File: config.mk
export PLATFORM = sky130hd
export DESIGN_NAME = ram_sequencer
export DESIGN_NICKNAME = d
export VERILOG_FILES = /design/src/minimig_mem_pkg.sv /design/src/ram_sequencer.sv
export SDC_FILE = /design/constraint.sdc
export NUM_CORES = 1
export LEC_CHECK = 0
export BUFFER_PORTS_ARGS = -buffer_cell sky130_fd_sc_hd__buf_4
export CORE_AREA = 5 5 42 44
export CTS_BUF_LIST = sky130_fd_sc_hd__clkbuf_16
export CTS_CLUSTER_SIZE = 16
export DETAILED_ROUTE_END_ITERATION = 10
export DIE_AREA = 0 0 47 49
export SYNTH_ARGS = -nofsm -noshare
export SYNTH_HDL_FRONTEND = slang
export SYNTH_SLANG_ARGS = --single-unit
File: constraint.sdc
create_clock -name clk_28 -period 2.4 [get_ports clk_28]
set_input_delay 0.36 -clock clk_28 [delete_from_list [all_inputs] [get_ports clk_28]]
set_output_delay 0.36 -clock clk_28 [all_outputs]
set_load 0.02 [all_outputs]
File: src/minimig_mem_pkg.sv
// shared widths, RAM depth and sequencer states for the chip memory slice
// one word-wide RAM of RAM_WORDS words, addressed in 16-bit words
// byte enables are active high, bit 1 selects the upper byte
// every RTL file refers to these through package scoped names

package minimig_mem_pkg;

  ////////////////////////////////////////////////////////////
  // sizes
  ////////////////////////////////////////////////////////////

  localparam int ADDR_W    = 12;   // word address bits
  localparam int DATA_W    = 16;   // data word bits
  localparam int RAM_WORDS = 4096; // depth, 2**ADDR_W

  ////////////////////////////////////////////////////////////
  // vector types
  ////////////////////////////////////////////////////////////

  typedef logic [ADDR_W-1:0] addr_t; // word address
  typedef logic [DATA_W-1:0] word_t; // data word
  typedef logic [1:0]        be_t;   // {upper, lower} byte enable

  ////////////////////////////////////////////////////////////
  // sequencer states
  ////////////////////////////////////////////////////////////

  // one slot = idle (grant), access (ram enable), capture (done)
  typedef enum logic [1:0] {
    seq_idle    = 2'd0, // waiting for a slot start
    seq_access  = 2'd1, // ram cycle in flight
    seq_capture = 2'd2  // port latches read word
  } seq_state_t;

endpackage

File: src/ram_sequencer.sv
// slot arbiter and access sequencer for the shared RAM
// grants on slot start only, one access in flight at a time
// a slot's owner wins if pending; the cpu may borrow an idle chip slot,
// the chip never borrows a cpu slot
// grant is combinational in the slot start cycle t; en at t+1, done at t+2
// a slot is 4 clocks, so the sequencer is always idle again before the next one

module ram_sequencer (
  input  logic clk_28,       // 28 MHz system clock
  input  logic pll_locked,   // async reset, active low
  input  logic slot_start,   // bus cycle start strobe
  input  logic cpu_slot,     // current slot owner, 1 = cpu
  input  logic chip_pending, // chip port has a request waiting
  input  logic cpu_pending,  // cpu port has a request waiting
  output logic chip_grant,   // chip request taken this cycle
  output logic cpu_grant,    // cpu request taken this cycle
  output logic chip_done,    // chip read word ready to latch
  output logic cpu_done,     // cpu read word ready to latch
  output logic sel,          // ram mux select, 1 = cpu
  output logic en            // ram access strobe
);

  ////////////////////////////////////////////////////////////
  // slot selection
  ////////////////////////////////////////////////////////////

  minimig_mem_pkg::seq_state_t state; // sequencer state

  logic pick_chip; // chip owns slot and wants it
  logic pick_cpu;  // cpu owns slot, or borrows an idle chip slot
  logic start;     // an access begins this cycle

  assign pick_chip = !cpu_slot && chip_pending;
  assign pick_cpu  = cpu_slot ? cpu_pending
                              : (!chip_pending && cpu_pending); // borrow idle chip slot

  assign start = slot_start && (state == minimig_mem_pkg::seq_idle) &&
                 (pick_chip || pick_cpu);

  assign chip_grant = start && pick_chip; // exclusive with cpu_grant
  assign cpu_grant  = start && pick_cpu;

  ////////////////////////////////////////////////////////////
  // state machine
  ////////////////////////////////////////////////////////////

  always_ff @(posedge clk_28 or negedge pll_locked) begin
    if (!pll_locked) begin
      state <= minimig_mem_pkg::seq_idle;
      sel   <= 1'b0; // chip by default
    end else begin
      case (state)
        minimig_mem_pkg::seq_idle: begin
          if (start) begin
            state <= minimig_mem_pkg::seq_access;
            sel   <= pick_cpu; // held through access and capture
          end
        end
        minimig_mem_pkg::seq_access: begin
          state <= minimig_mem_pkg::seq_capture; // ram registers the word now
        end
        minimig_mem_pkg::seq_capture: begin
          state <= minimig_mem_pkg::seq_idle; // port latches, ack next cycle
        end
        default: begin
          state <= minimig_mem_pkg::seq_idle; // unused encoding
        end
      endcase
    end
  end

  ////////////////////////////////////////////////////////////
  // strobes
  ////////////////////////////////////////////////////////////

  assign en        = (state == minimig_mem_pkg::seq_access);
  assign chip_done = (state == minimig_mem_pkg::seq_capture) && !sel;
  assign cpu_done  = (state == minimig_mem_pkg::seq_capture) &&  sel;

endmodule

==> impl_summary.txt <==
----------------------------------------------------
[CTS]
  Level count of the clock H-tree ... 1
  Cell chosen for the clock root ... sky130_fd_sc_hd__clkbuf_16
  Total clock sinks ... 3
  Setup fix buffers added after clock tree synthesis ... 0
  Clock transition time at the flip-flop clock pins of the worst setup and hold paths ... 0.03 ns
  Post-CTS resize count ... 0
  Number of buffers between clock root and the deepest sink ... 2
  CTS buffer count ... 3
  Skew-Pair Late Insertion Delay ... 0.22 ns
  Clock tree from TritonCTS ... yes

[Floorplan]
  Die Width ... 47 µm
  Standard-cell rows ... 14
  Die height ... 49 µm
  Initial Util ... 0.116
  Ports ... 12
  Floorplan Core Area ... 1400 µm²
  Area of the die ... 2300 µm²

[Synthesis]
  Synth area leaders ... sky130_fd_sc_hd__dfrtp_1 46%, sky130_fd_sc_hd__nor2b_1 12%, sky130_fd_sc_hd__nor3b_1 9.2%
  Average cell area after synthesis ... 11.6 µm²
  Unique masters post-synth ... 9
  Syn_nets ... 20
  Flops & latches, synth ... 3
  Register area share after synthesis ... 0.462
  Post-Syn Instances ... 14
  Synth top area share ... 0.462
  Post-synthesis cell area ... 163 µm²
  Number of warning messages in the yosys log ... 0
  Dominant cell type by area after synthesis ... sky130_fd_sc_hd__dfrtp_1

[Worst setup path]
  Reg-to-reg slack, setup ... 1.42 ns
  Worst flop-to-flop path startpoint ... state[0]
  R2R cell count ... 2
  Data arrival time of the critical path ... 1.28 ns
  Worst reg2reg endpoint ... sel
  Worst setup SP type ... flop
  Worst Setup End Kind ... output pin
  Required @ worst endpoint ... 2.04 ns
  Critical path class ... flop to output pin
  Maximum fanout along the worst path ... 6

[Timing]
  Max Clock Freq ... 0.610 GHz
  RSZ-0062 raised after global routing ... no
  Clock skew ... 0.00275 ns
  Setup Total Neg Slack ... 0 ns
  Least-Margin Pin Slew ... 0.309 ns
  Setup violation total in the final timing report ... 0
  Max-slew violation total from the final report ... 0
  Minimum clock period after layout ... 1.64 ns
  Portion of the clock cycle consumed by the worst path in the final layout ... 0.683
  Total count of hold-check failures in the final report ... 0
  Slew headroom ... 0.793

[Finish]
  Count of non-filler cells in the finished layout ... 46
  Fraction of final layout cells sized beyond drive strength 1 ... 0.567
  Top library cells by usage in the layout, fill and taps aside ... 11 x sky130_fd_sc_hd__buf_4, 3 x sky130_fd_sc_hd__nor2b_1, 3 x sky130_fd_sc_hd__clkbuf_16, 3 x sky130_fd_sc_hd__dfrtp_1, 2 x sky130_fd_sc_hd__nor3b_1
  Most common cell after layout, fill and taps aside ... sky130_fd_sc_hd__buf_4
  Antenna diode count ... 0
  Number of nets in the finished design ... 37
  Area growth from synthesis to final layout ... 118%

[Global route]
  First-pass GRT wire length ... 683 µm
  Met1 usage in global routing ... 0.0552
  Met3 routing resource usage after global routing ... 0.0554
  Maximum number of pins on one net before global-route repair ... 7
  Via count of the first global-routing pass ... 166
  Most Used Layer, Global Route ... met3
  Total routing resource utilization after global routing ... 0.0494
  GRT Residual Overflow ... 0
  Fraction of met2 tracks used by global routing ... 0.0407
  Initial antenna violation count ... 0

[Power and ir drop]
  Power share of the clock group ... 0.688
  Cell leakage power ... 0.175 nW
  Fraction of power consumed by sequential logic ... 0.173
  VDD IR-drop max ... 0.000552 V
  Switching share of power ... 0.203
  Portion of total power attributed to combinational logic ... 0.139
  Pwr per Cell Area ... 1070 nW/µm²
  Reported net switching power ... 0.0000769 W
  Internal power summed over all cells ... 0.000301 W

[Worst hold path]
  End point of the most critical hold path ... state[0]
  Hold path start ... cpu_pending
  Classification of the worst-slack hold path ... input port to flop
  Hold Crit Depth ... 2

[Routing]
  Post-DR wirelength/cell ... 11.1 µm
  DRT iter0 DRCs ... 0
  Wirelength, routed ... 509 µm
  DRC viols ... 0
  Remaining antenna violation count ... 0
  First-pass DRT Iterations ... 1
  Via count of the routed design ... 164
  DR vias/cell ... 3.57

[Placed design]
  Count of port buffers added during placement ... 11
  Gp weighted congestion ... 0.711
  Placed Cells incl. Taps ... 41

[Outcome]
  Outcome ... completed

[Job]
  Max_cap viols ... 0

----------------------------------------------------
[worst max-delay path: stages (launching register included)]
cell	delay (ns)
sky130_fd_sc_hd__dfrtp_1	0.41
sky130_fd_sc_hd__nor3b_1	0.32
sky130_fd_sc_hd__and2_2	0.19
sky130_fd_sc_hd__buf_4	0.13
[Yosys cell counts, drive strengths merged]
cell     count
dfrtp        3
nor2b        3
nor3b        2
a2bb2oi      1
and2         1
and2b        1
and3b        1
and4bb       1
o21a         1
[per-stage QoR]
| stage | utilization | setup slack, ns | total power, W | hold slack [ns] | cell area (µm²) |
|---|---|---|---|---|---|
| global placement | 0.189 | 0.999 | 0.000117 | 0.152 | 265 |
| floorplan | - | 1.02 | 0.0000914 | 0.0644 | 163 |
| finish | 0.253 | 0.760 | 0.000378 | 0.370 | 354 |
| global route | 0.253 | 0.677 | 0.000392 | 0.386 | 354 |
| detailed placement | 0.189 | 0.977 | 0.000118 | 0.151 | 265 |
| CTS | 0.253 | 0.747 | 0.000385 | 0.370 | 354 |
[cell type report]
cell class              instances  area, µm²
well taps                      16       20.0
repair buffers                 12       92.6
fillers                       162       1050
multi-input cells              11       87.6
clock buffers                   3       75.1
clock inverters                 1       3.75
flip-flops and latches          3       75.1
[cell families (layout without fill, tap and decap cells)]
family,after synthesis,in the layout,synth area share
AOI/OAI and AO/OA,2,2,0.100
buffers and inverters,0,16,0
and+or+nand+nor,9,9,0.438
DFF,3,3,0.462
[how the worst max path moves through the flow]
| stage | startpoint | to | slack [ns] | cells after the start |
|---|---|---|---|---|
| after CTS | state[0] | chip_grant | 0.75 | 3 |
| after global placement | slot_start | chip_grant | 1.0 | 4 |
| after floorplan | state[1] | cpu_grant | 1.02 | 2 |
| final | state[0] | chip_grant | 0.76 | 3 |
| after detailed placement | slot_start | chip_grant | 0.98 | 4 |
| after global routing | state[0] | chip_grant | 0.68 | 3 |
[power groups by stage]
stage | logic, W | registers, W | clock network (W)
after CTS | 0.0000536 | 0.0000655 | 0.000266
after global placement | 0.0000514 | 0.0000652 | 0
after detailed placement | 0.0000520 | 0.0000658 | 0
after floorplan | 0.0000231 | 0.0000683 | 0
after global routing | 0.0000570 | 0.0000666 | 0.000268
final | 0.0000526 | 0.0000652 | 0.000260
[repair_timing]
| action | in CTS | in global routing |
|---|---|---|
| hold buffers | 1 | 0 |
| setup endpoints to repair | 0 | 0 |
| hold endpoints to repair | 3 | 0 |
[sequential cells by signal, summed over array words and instances, names as in the netlist]
signal	count
state	2
sel	1
[per-layer routing]
metal	vias up	part of all wire
met2	15	0.35
met1	65	0.38
li1	82	-
met5	-	0
met4	0	0.033
met3	2	0.23
Note: power is estimated with default switching activity, not from simulation.
