--- config.mk ---
export PLATFORM = sky130hd
export DESIGN_NAME = bus_port
export DESIGN_NICKNAME = d
export VERILOG_FILES = /design/src/minimig_mem_pkg.sv /design/src/bus_port.sv
export SDC_FILE = /design/constraint.sdc
export NUM_CORES = 1
export LEC_CHECK = 0
export BUFFER_PORTS_ARGS = -buffer_cell sky130_fd_sc_hd__buf_2
export CAP_MARGIN = 40
export CORE_MARGIN = 8
export CORE_UTILIZATION = 34
export CTS_CLUSTER_DIAMETER = 120
export DETAILED_ROUTE_END_ITERATION = 12
export PLACE_DENSITY = 0.71
export SYNTH_ARGS = -nofsm -noshare
export SYNTH_HDL_FRONTEND = slang
export SYNTH_SLANG_ARGS = --single-unit
--- constraint.sdc ---
create_clock -name clk_28 -period 0.8 [get_ports clk_28]
set_clock_uncertainty 0.2 [all_clocks]
set_input_delay 0.12 -clock clk_28 [delete_from_list [all_inputs] [get_ports clk_28]]
set_output_delay 0.12 -clock clk_28 [all_outputs]
set_load 0.05 [all_outputs]
--- src/minimig_mem_pkg.sv ---
// shared widths, RAM depth and sequencer states for the chip memory slice
// one word-wide RAM of RAM_WORDS words, addressed in 16-bit words
// byte enables are active high, bit 1 selects the upper byte
// every RTL file refers to these through package scoped names

package minimig_mem_pkg;

  ////////////////////////////////////////////////////////////
  // sizes
  ////////////////////////////////////////////////////////////

  localparam int ADDR_W    = 12;   // word address bits
  localparam int DATA_W    = 16;   // data word bits
  localparam int RAM_WORDS = 4096; // depth, 2**ADDR_W

  ////////////////////////////////////////////////////////////
  // vector types
  ////////////////////////////////////////////////////////////

  typedef logic [ADDR_W-1:0] addr_t; // word address
  typedef logic [DATA_W-1:0] word_t; // data word
  typedef logic [1:0]        be_t;   // {upper, lower} byte enable

  ////////////////////////////////////////////////////////////
  // sequencer states
  ////////////////////////////////////////////////////////////

  // one slot = idle (grant), access (ram enable), capture (done)
  typedef enum logic [1:0] {
    seq_idle    = 2'd0, // waiting for a slot start
    seq_access  = 2'd1, // ram cycle in flight
    seq_capture = 2'd2  // port latches read word
  } seq_state_t;

endpackage

--- src/bus_port.sv ---
// four-phase req/ack endpoint, one per requester
// the requester holds we, addr, wdata and be until ack; these go to the RAM
// directly, so the port only tracks handshake state and the read word
// ack rises the cycle after done and falls the cycle after req is seen low
// rdata keeps its old value across writes

module bus_port (
  input  logic                      clk_28,     // 28 MHz system clock
  input  logic                      pll_locked, // async reset, active low
  input  logic                      req,        // requester strobe
  input  logic                      grant,      // sequencer took the request
  input  logic                      done,       // access complete, rd_word valid
  input  minimig_mem_pkg::word_t    rd_word,    // ram read register
  input  logic                      we,         // 1 = write access
  output logic                      pending,    // waiting for a slot
  output logic                      ack,        // handshake acknowledge
  output minimig_mem_pkg::word_t    rdata       // read data to requester
);

  ////////////////////////////////////////////////////////////
  // handshake state
  ////////////////////////////////////////////////////////////

  logic busy; // granted, done not yet seen

  // a request waits only while nothing is in flight and ack is low,
  // so a req held high after ack never raises a second access
  assign pending = req && !ack && !busy;

  always_ff @(posedge clk_28 or negedge pll_locked) begin
    if (!pll_locked) begin
      busy <= 1'b0;
      ack  <= 1'b0;
    end else begin
      if (grant) begin
        busy <= 1'b1; // access in flight
      end else if (done) begin
        busy <= 1'b0;
      end
      if (done) begin
        ack <= 1'b1; // completion to requester
      end else if (!req) begin
        ack <= 1'b0; // return to zero phase
      end
    end
  end

  ////////////////////////////////////////////////////////////
  // read data
  ////////////////////////////////////////////////////////////

  always_ff @(posedge clk_28) begin
    if (done && !we) begin
      rdata <= rd_word; // valid from ack rise until next read
    end
  end

endmodule

==> results of run 1 <==
-- worst reg2reg max path, delay by kind of cell, from the launching register on --
kind / cells / cell delay, ps
buffers and inverters: 2 / 230
DFF: 1 / 440
and+or+nand+nor: 2 / 80
-- through the flow --
step           setup slack [ps]  utilization (%)  area [um^2]
6_report                   -595             66.2         1020
4_1_cts                    -617             65.0         1000
3_3_place_gp               -362             54.7          843
3_5_place_dp               -378             54.7          843
5_1_grt                    -644             66.2         1020
2_1_floorplan              -551                -          593
-- registers in the layout, summed over array words and instances (netlist names) --
signal  count
ack         1
busy        1
rdata      16
-- cell families after synthesis --
kind of cell	count (synthesis)	synth area share [%]
AND/OR/NAND/NOR	4	4.20
flip-flops	18	93.8
AO/OA/AOI/OAI	1	1.33
buffers and inverters	1	0.663
-- Yosys cell counts --
master / count
a21o_1: 1
inv_1: 1
nor3b_2: 1
edfxtp_1: 16
nand2_1: 2
nor2_1: 1
dfrtp_1: 2
-- layout make-up --
cell class / count / area, um^2 / area share, %
tap: 16 / 20.0 / 1.96
multi-input combinational: 5 / 47.5 / 4.66
clock buffer: 4 / 26.3 / 2.57
sequential: 18 / 532 / 52.1
inverter: 1 / 16.3 / 1.59
timing repair buffer: 45 / 379 / 37.1
-- path summary, 6_finish.rpt --
kind / from / endpoint / slack, ps
setup / recovery: ack$_DFFE_PN0P_ / pending / -590
hold / removal: rd_word[2] / rdata[2]$_DFFE_PP_ / -190
setup reg to reg: ack$_DFFE_PN0P_ / ack$_DFFE_PN0P_ / -240
hold reg to reg: busy$_DFFE_PN0P_ / busy$_DFFE_PN0P_ / 460
max in group asynchronous: pll_locked / ack$_DFFE_PN0P_ / 340
min in group asynchronous: pll_locked / ack$_DFFE_PN0P_ / -50
-- power groups by stage --
stage / logic, uW / clock network, uW / registers, uW
after detailed placement: 383 / 0 / 1130
after global routing: 495 / 497 / 1130
after floorplan: 34.9 / 0 / 1340
after CTS: 464 / 470 / 1130
final: 474 / 438 / 1130
after global placement: 378 / 0 / 1130
-- layer usage --
metal / GRT usage (%) / up-vias / share of wire (%)
met2: 15.8 / 21 / 57
met4: 4.03 / 0 / 0
li1: - / 189 / -
met1: 6.88 / 191 / 32
met3: 5.62 / 0 / 11
met5: 0 / - / 0
-- repair_timing --
item,4_1_cts,5_1_grt
endpoints found under the setup margin,20,20
hold endpoints to repair,20,20
gates resized for setup,39,1
pin swaps,1,2
setup buffers,0,2
-- placed cells by master (no fill, tap or decap), drive strengths merged --
cell,synthesis,routed
a21o,1,1
buf,0,44
clkbuf,0,4
dfrtp,2,2
dlygate4sd3,0,1
edfxtp,16,16
inv,1,1
nand2,2,2
nor2,1,1
nor3b,1,1
==> impl_metrics.csv, run 1 <==
group,metric,value,unit
sta,finalSetupViolations,20,
drt,vias,401,
setup_path,critPathBufInv,1,
clock_network,root_buffer,"clkbuf_4",
clock_network,hold_buffers,1,
yosys,syn_area,566,um^2
drt,drt_iter0_markers,2,
sta,hold_viol,20,
drt,dr.pass1.iters,2,
setup_path,critical_path.max_stage_delay,440,ps
clock_network,cts_tree,"done",
finish,fin_cells,89,
drt,final_antenna_net_count,0,
yosys,synth_seq_area_share,93.8,%
sta,layout_setup_ws,-595,ps
floorplan,initial_core_util,36.7,%
finish,syn_to_final_growth,80.5,%
clock_network,htreeDepth,1,
power_and_ir_drop,seqPwrFrac,55.2,%
finish,antenna_cells,0,
power_and_ir_drop,power.density,2000,nW/um^2
power_and_ir_drop,p_comb_share,23.2,%
power_and_ir_drop,switchingPower,559,uW
floorplan,ioPinCount,40,
global_route,gr-total-overflow,0,
clock_network,cts_buffers,3,
sta,rsz0062_at_grt,"yes",
placed_design,dp_cells,82,
drt,routedWlPerCell,14.7,um
finish,final_layout_size_suffix_gt1_share,71.2,%
yosys,synth_seq_cells,18,
run,max_cap_viol_count,0,
power_and_ir_drop,p_int,1480,uW
power_and_ir_drop,p_leak,0.000442,uW
floorplan,die_area,3220,um^2
sta,period_needed,1390,ps
sta,period_share,174,%
clock_network,cts.sinks,18,
power_and_ir_drop,clockPowerShare,21.5,%
global_route,track_usage,8.66,%
sta,slew_headroom,90.6,%
sta,final.setup.tns,-7260,ps
yosys,synthesis.nets,46,
setup_path,crit_path_top_delay_cell,"dfrtp_2",
sta,fmax,0.717,GHz
floorplan,core_area,1540,um^2
sta,whs,-193,ps
clock_network,clk_latency,280,ps
yosys,syn_inst,24,
setup_path,cp_max_fo,2,
setup_path,r2r_cells,4,
placed_design,port-buffer-count,39,
placed_design,place_congestion,0.629,
clock_network,clk_pin_slew_worst_paths,100,ps
floorplan,die_x,56.8,um
setup_path,cp-start-kind,"flip-flop",
sta,worst-slew-pin-transition,140,ps
yosys,synth.distinct_cells,7,
drt,drc_errors,0,
power_and_ir_drop,switching_share,27.4,%
finish,fin_nets,96,
placed_design,hpwl,1040,um
drt,routed_wirelength,1310,um
global_route,antenna_found_initial,0,
power_and_ir_drop,totalPowerFinal,2040,uW
drt,vias_per_cell,4.51,
yosys,avgSynthCellArea,23.6,um^2
sta,slew_viol_final,0,
global_route,grt_pass1_vias,457,
yosys,synth_top_area_share,85.0,%
yosys,ys_top_cells_by_area,"edfxtp_1 (85%), dfrtp_1 (8.8%), nor3b_2 (2.2%), a21o_1 (1.3%), nand2_1 (1.3%)",
setup_path,critical_path_required,480,ps
setup_path,end_kind,"primary output",
status,status,"complete, but fails checks",
min_path,hold_class,"in2reg",
setup_path,criticalPathCategory,"reg2out",
status,failed_checks,"negative hold slack, negative setup slack",
yosys,yosys_warnings,0,
floorplan,rows,14,
setup_path,cp.depth,2,
yosys,yosys.area.top_type,"edfxtp_1",
finish,fillers,112,
power_and_ir_drop,ir_worst_vdd,1150,uV
clock_network,cts.path.max_buffers,2,
global_route,grt_max_degree,17,
setup_path,crit_chain,"nor3b_4, buf_6",
setup_path,crit_family,"flip-flops",
global_route,grt_pass1_wl,2170,um
setup_path,critPathArrivalTime,1070,ps
floorplan,dieHeight,56.8,um
min_path,worstHoldPathCells,1,
(Power assumes the default switching activity.)
==> run 2, diff against run 1 <==
--- a/config.mk
+++ b/config.mk
@@ -7,11 +7,12 @@
 export LEC_CHECK = 0
 export BUFFER_PORTS_ARGS = -buffer_cell sky130_fd_sc_hd__buf_2
 export CAP_MARGIN = 40
-export CORE_MARGIN = 8
 export CORE_UTILIZATION = 34
 export CTS_CLUSTER_DIAMETER = 120
 export DETAILED_ROUTE_END_ITERATION = 12
+export GPL_ROUTABILITY_DRIVEN = 1
 export PLACE_DENSITY = 0.71
+export RECOVER_POWER = 100
 export SYNTH_ARGS = -nofsm -noshare
 export SYNTH_HDL_FRONTEND = slang
 export SYNTH_SLANG_ARGS = --single-unit
==> run 2 against run 1 <==
Net effect:
- the run still ends with negative hold slack, negative setup slack left
- die area fell by 43%
- worst setup slack worse by 15 ps
- critical endpoint unchanged
- fmax decreased by 1.1%
- sequential share of layout area is the same
- clock-buffer cell count is the same
- register-to-register slack hardly changed
- global-route usage increased by 3.0 points
==> impl_metrics.csv, run 2 (synthesized netlist as in run 1, its figures left out) <==
group,metric,value,unit
global_route,gr-total-overflow,0,
sta,period_needed,1410,ps
setup_path,critical_path_required,480,ps
clock_network,cts.sinks,18,
finish,final_area,1020,um^2
clock_network,cts_buffers,3,
clock_network,htreeDepth,1,
finish,largest-register,"rdata",
global_route,grt_max_degree,17,
clock_network,cts_tree,"done",
sta,slew_headroom,90.1,%
sta,worst-slew-pin-transition,149,ps
drt,drt_iter0_markers,1,
sta,rsz0062_at_grt,"yes",
floorplan,die_area,1830,um^2
finish,largest_reg_flops,16,
clock_network,hold_buffers,1,
setup_path,critical_path.max_stage_delay,420,ps
drt,routedWlPerCell,11.6,um
setup_path,crit_path_top_delay_cell,"dfrtp_1",
power_and_ir_drop,p_leak,0.000442,uW
sta,period_share,176,%
finish,syn_to_final_growth,80.5,%
finish,fin_nets,96,
placed_design,place_congestion,0.620,
finish,antenna_cells,0,
clock_network,clk_latency,280,ps
floorplan,die_x,42.8,um
status,failed_checks,"negative hold slack, negative setup slack",
setup_path,end_kind,"primary output",
drt,drc_errors,0,
drt,vias,384,
setup_path,critPathBufInv,1,
finish,mostFrequentLayoutCells,"buf_2 (20), buf_6 (20), edfxtp_1 (16)",
status,status,"complete, but fails checks",
global_route,grt_pass1_vias,330,
floorplan,initial_core_util,37.1,%
drt,dr.pass1.iters,2,
drt,routed_wirelength,1030,um
clock_network,clk_pin_slew_worst_paths,100,ps
global_route,antenna_found_initial,0,
floorplan,core_area,1520,um^2
setup_path,crit_chain,"nor3b_4, buf_6",
drt,final_antenna_net_count,0,
finish,reg_top3,"rdata: 16 flops, ack: 1 flops, busy: 1 flops",
drt,vias_per_cell,4.31,
setup_path,cp_max_fo,2,
setup_path,crit_family,"flip-flops",
finish,post-route-util,67.0,%
setup_path,cp-start-kind,"flip-flop",
clock_network,root_buffer,"clkbuf_4",
power_and_ir_drop,power.density,2090,nW/um^2
global_route,track_usage,11.6,%
sta,fmax,0.709,GHz
floorplan,rows,14,
sta,hold_viol,20,
placed_design,place_ws,-368,ps
clock_network,cts.path.max_buffers,2,
placed_design,place_area,843,um^2
setup_path,critPathArrivalTime,1090,ps
floorplan,ioPinCount,40,
floorplan,dieHeight,42.8,um
min_path,hold_class,"in2reg",
sta,whs,-199,ps
global_route,grt_pass1_wl,1480,um
setup_path,criticalPathCategory,"reg2out",
placed_design,port-buffer-count,39,
run,max_cap_viol_count,0,
sta,layout_setup_ws,-610,ps
power_and_ir_drop,ir_worst_vdd,1100,uV
sta,slew_viol_final,0,
finish,final_layout_size_suffix_gt1_share,71.2,%
sta,finalSetupViolations,20,
-- run 2: cell types whose count changed in the layout (fill, tap and decap cells not counted) --
cell	change
clkbuf_8	+1
buf_6	+1
buf_12	-1
buf_2	-1
-- run 2: cell type report --
| cell class | instances | area, um^2 |
|---|---|---|
| Sequential cell | 18 | 532 |
| Fill cell | 111 | 503 |
| Timing Repair Buffer | 45 | 369 |
| Multi-Input combinational cell | 5 | 47.5 |
| Clock buffer | 4 | 36.3 |
| Tap cell | 16 | 20.0 |
| Inverter | 1 | 16.3 |
-- run 2: final timing paths --
path	from	depth (start not counted)	endpoint	slack [ps]
setup / recovery	busy$_DFFE_PN0P_	2	pending	-610
hold / removal	grant	2	busy$_DFFE_PN0P_	-200
setup reg to reg	ack$_DFFE_PN0P_	4	ack$_DFFE_PN0P_	-250
hold reg to reg	busy$_DFFE_PN0P_	2	busy$_DFFE_PN0P_	440
max in group asynchronous	pll_locked	2	ack$_DFFE_PN0P_	330
min in group asynchronous	pll_locked	2	busy$_DFFE_PN0P_	-70
-- run 2: power by group --
part / internal [uW] / switching (uW)
registers: 1090 / 32.6
logic: 185 / 277
clock network: 277 / 265
-- run 2: routing by layer --
layer / wire (um) / vias to the layer above / track usage [%]
met5: 0 / - / 0
met4: 0 / 0 / 5.63
met3: 50 / 0 / 3.83
met2: 589 / 19 / 19.4
met1: 393 / 174 / 13.3
li1: - / 191 / -
-- run 2: metrics by stage --
step | power, uW | setup TNS, ps | hold WS (ps) | std cells
2_1_floorplan | 1380 | -5190 | -376 | 24
3_3_place_gp | 1510 | -6120 | -295 | 82
3_5_place_dp | 1510 | -6380 | -294 | 82
4_1_cts | 2140 | -7400 | -205 | 87
5_1_grt | 2210 | -8130 | -218 | 89
6_report | 2130 | -7410 | -199 | 89
-- run 2: what timing repair did --
| item | in CTS | in global routing |
|---|---|---|
| pin swaps | 2 | 3 |
| resized for setup | 39 | 1 |
| buffers inserted | 0 | 2 |
| endpoints found under the hold margin | 20 | 20 |
| setup endpoints to repair | 20 | 20 |
==> run 3, diff against run 2 <==
--- a/config.mk
+++ b/config.mk
@@ -7,11 +7,13 @@
 export LEC_CHECK = 0
 export BUFFER_PORTS_ARGS = -buffer_cell sky130_fd_sc_hd__buf_2
 export CAP_MARGIN = 40
-export CORE_UTILIZATION = 34
+export CELL_PAD_IN_SITES_DETAIL_PLACEMENT = 1
+export CELL_PAD_IN_SITES_GLOBAL_PLACEMENT = 1
+export CORE_UTILIZATION = 26
 export CTS_CLUSTER_DIAMETER = 120
 export DETAILED_ROUTE_END_ITERATION = 12
 export GPL_ROUTABILITY_DRIVEN = 1
-export PLACE_DENSITY = 0.71
+export PLACE_DENSITY_LB_ADDON = 0.1
 export RECOVER_POWER = 100
 export SYNTH_ARGS = -nofsm -noshare
 export SYNTH_HDL_FRONTEND = slang
==> run 3 against run 2 <==
Net effect:
- the run still ends with negative hold slack, negative setup slack left
- critical path type unchanged
- combinational power decreased by 2%
- final cell count rose by 12%
- via count is 3.6% higher
- wire length is 14% higher
- worst setup slack got worse by 18 ps
- clock-buffer cell count decreased by 1
- first-iteration DRC count increased to 4.0 times the previous value
- sequential power about the same
- fmax down 1.2%
==> impl_metrics.csv, run 3 (synthesized netlist as in run 1, its figures left out) <==
group,metric,value,unit
sta,period_share,178,%
drt,dr.pass1.iters,2,
sta,slew_viol_final,0,
finish,post-route-util,50.6,%
drt,vias,398,
global_route,gr-total-overflow,0,
setup_path,criticalPathCategory,"reg2out",
sta,slew_headroom,89.4,%
drt,routed_wirelength,1180,um
floorplan,ioPinCount,40,
sta,hold_viol,20,
drt,drc_errors,0,
global_route,track_usage,10.5,%
clock_network,cts_tree,"done",
finish,fin_nets,96,
finish,fin_cells,100,
power_and_ir_drop,p_leak,0.000430,uW
finish,final_layout_size_suffix_gt1_share,69.9,%
sta,period_needed,1430,ps
placed_design,port-buffer-count,39,
sta,finalSetupViolations,36,
finish,syn_to_final_growth,79.2,%
min_path,hold_class,"in2reg",
floorplan,initial_core_util,28.2,%
setup_path,cp_max_fo,2,
global_route,grt_pass1_vias,434,
setup_path,critical_path_required,480,ps
drt,drt_iter0_markers,4,
clock_network,cts_buffers,3,
setup_path,cp-start-kind,"flip-flop",
finish,mostFrequentLayoutCells,"buf_2 (19), buf_6 (19), edfxtp_1 (16)",
clock_network,hold_buffers,1,
global_route,antenna_found_initial,0,
clock_network,clk_latency,280,ps
sta,rsz0062_at_grt,"yes",
global_route,grt_pass1_wl,1790,um
power_and_ir_drop,ir_worst_vdd,844,uV
finish,antenna_cells,0,
sta,layout_setup_ws,-627,ps
placed_design,hpwl,905,um
drt,final_antenna_net_count,0,
finish,multiInputGateArea,47.5,um^2
status,failed_checks,"negative hold slack, negative setup slack",
global_route,grt_max_degree,13,
floorplan,die_x,48.6,um
drt,vias_per_cell,3.98,
floorplan,core_area,2000,um^2
placed_design,place_congestion,0.678,
finish,largest-register,"rdata",
finish,largest_reg_flops,16,
sta,worst-slew-pin-transition,159,ps
finish,reg_top3,"rdata: 16 flops, ack: 1 flops, busy: 1 flops",
power_and_ir_drop,power.density,2000,nW/um^2
floorplan,die_area,2370,um^2
sta,whs,-195,ps
clock_network,htreeDepth,1,
placed_design,dp_cells,94,
floorplan,dieHeight,48.6,um
clock_network,root_buffer,"clkbuf_4",
sta,fmax,0.701,GHz
clock_network,cts.sinks,18,
floorplan,rows,16,
setup_path,end_kind,"primary output",
clock_network,clk_pin_slew_worst_paths,100,ps
run,max_cap_viol_count,0,
status,status,"complete, but fails checks",
setup_path,critPathArrivalTime,1110,ps
clock_network,cts.path.max_buffers,2,
drt,routedWlPerCell,11.8,um
finish,fillers,207,
finish,register_area,532,um^2
-- run 3: changes by cell type in the layout (fill, tap and decap cells not counted), sizes merged --
cell and change:
buf -3, clkbuf +2, clkinv +1, clkinvlp +1
inv -1
-- run 3: path summary, 6_finish.rpt --
kind / slack [ps] / startpoint / depth (start not counted) / endpoint
worst max-delay path: -630 / busy$_DFFE_PN0P_ / 2 / pending
worst min-delay path: -200 / rd_word[14] / 1 / rdata[14]$_DFFE_PP_
worst max register to register: -270 / ack$_DFFE_PN0P_ / 4 / ack$_DFFE_PN0P_
worst min register to register: 370 / busy$_DFFE_PN0P_ / 1 / busy$_DFFE_PN0P_
max in group asynchronous: 310 / pll_locked / 2 / ack$_DFFE_PN0P_
min in group asynchronous: -50 / pll_locked / 2 / busy$_DFFE_PN0P_
-- run 3: timing repair --
action / CTS / global route
cloned: 0 / 0
gates resized for setup: 39 / 1
pin swaps: 1 / 2
endpoints found under the hold margin: 20 / 20
endpoints found under the setup margin: 20 / 20
setup buffers: 0 / 1
-- run 3: final cells by class --
| type | instances | share of cell area (%) |
|---|---|---|
| clock inverter | 1 | 0.370 |
| sequential | 18 | 52.5 |
| multi-input combinational | 5 | 4.69 |
| tap | 27 | 3.33 |
| timing repair buffer | 45 | 36.4 |
| inverter | 1 | 0.494 |
| clock buffer | 3 | 2.22 |
-- run 3: power by group --
| part | switching [uW] | leakage (uW) | total (uW) | internal (uW) |
|---|---|---|---|---|
| Sequential | 32.5 | 0.000171 | 1130 | 1090 |
| Combinational | 274 | 0.000244 | 456 | 181 |
| Clock | 266 | 0.0000154 | 447 | 181 |
| Total | 573 | 0.000430 | 2030 | 1460 |
-- run 3: critical path, cell delays in order, from the launching register on --
cell	delay, ps
dfrtp_1	430
nor3b_4	220
buf_6	180
-- run 3: stage by stage --
stage / hold slack [ps] / worst slack [ps] / TNS (ps) / area [um^2] / power (uW)
3_3_place_gp: -290 / -356 / -6330 / 865 / 1510
2_1_floorplan: -376 / -551 / -5190 / 593 / 1380
6_report: -195 / -627 / -7730 / 1010 / 2030
5_1_grt: -228 / -683 / -9310 / 1010 / 2120
3_5_place_dp: -291 / -389 / -6510 / 865 / 1520
4_1_cts: -208 / -640 / -7490 / 1020 / 2060
-- run 3: layer usage --
layer	share of wire [%]	vias to the layer above	GRT usage, %
li1	-	188	-
met1	32	190	9.41
met2	58	20	18.8
met3	9.4	0	4.40
met4	0	0	7.35
met5	0	-	0
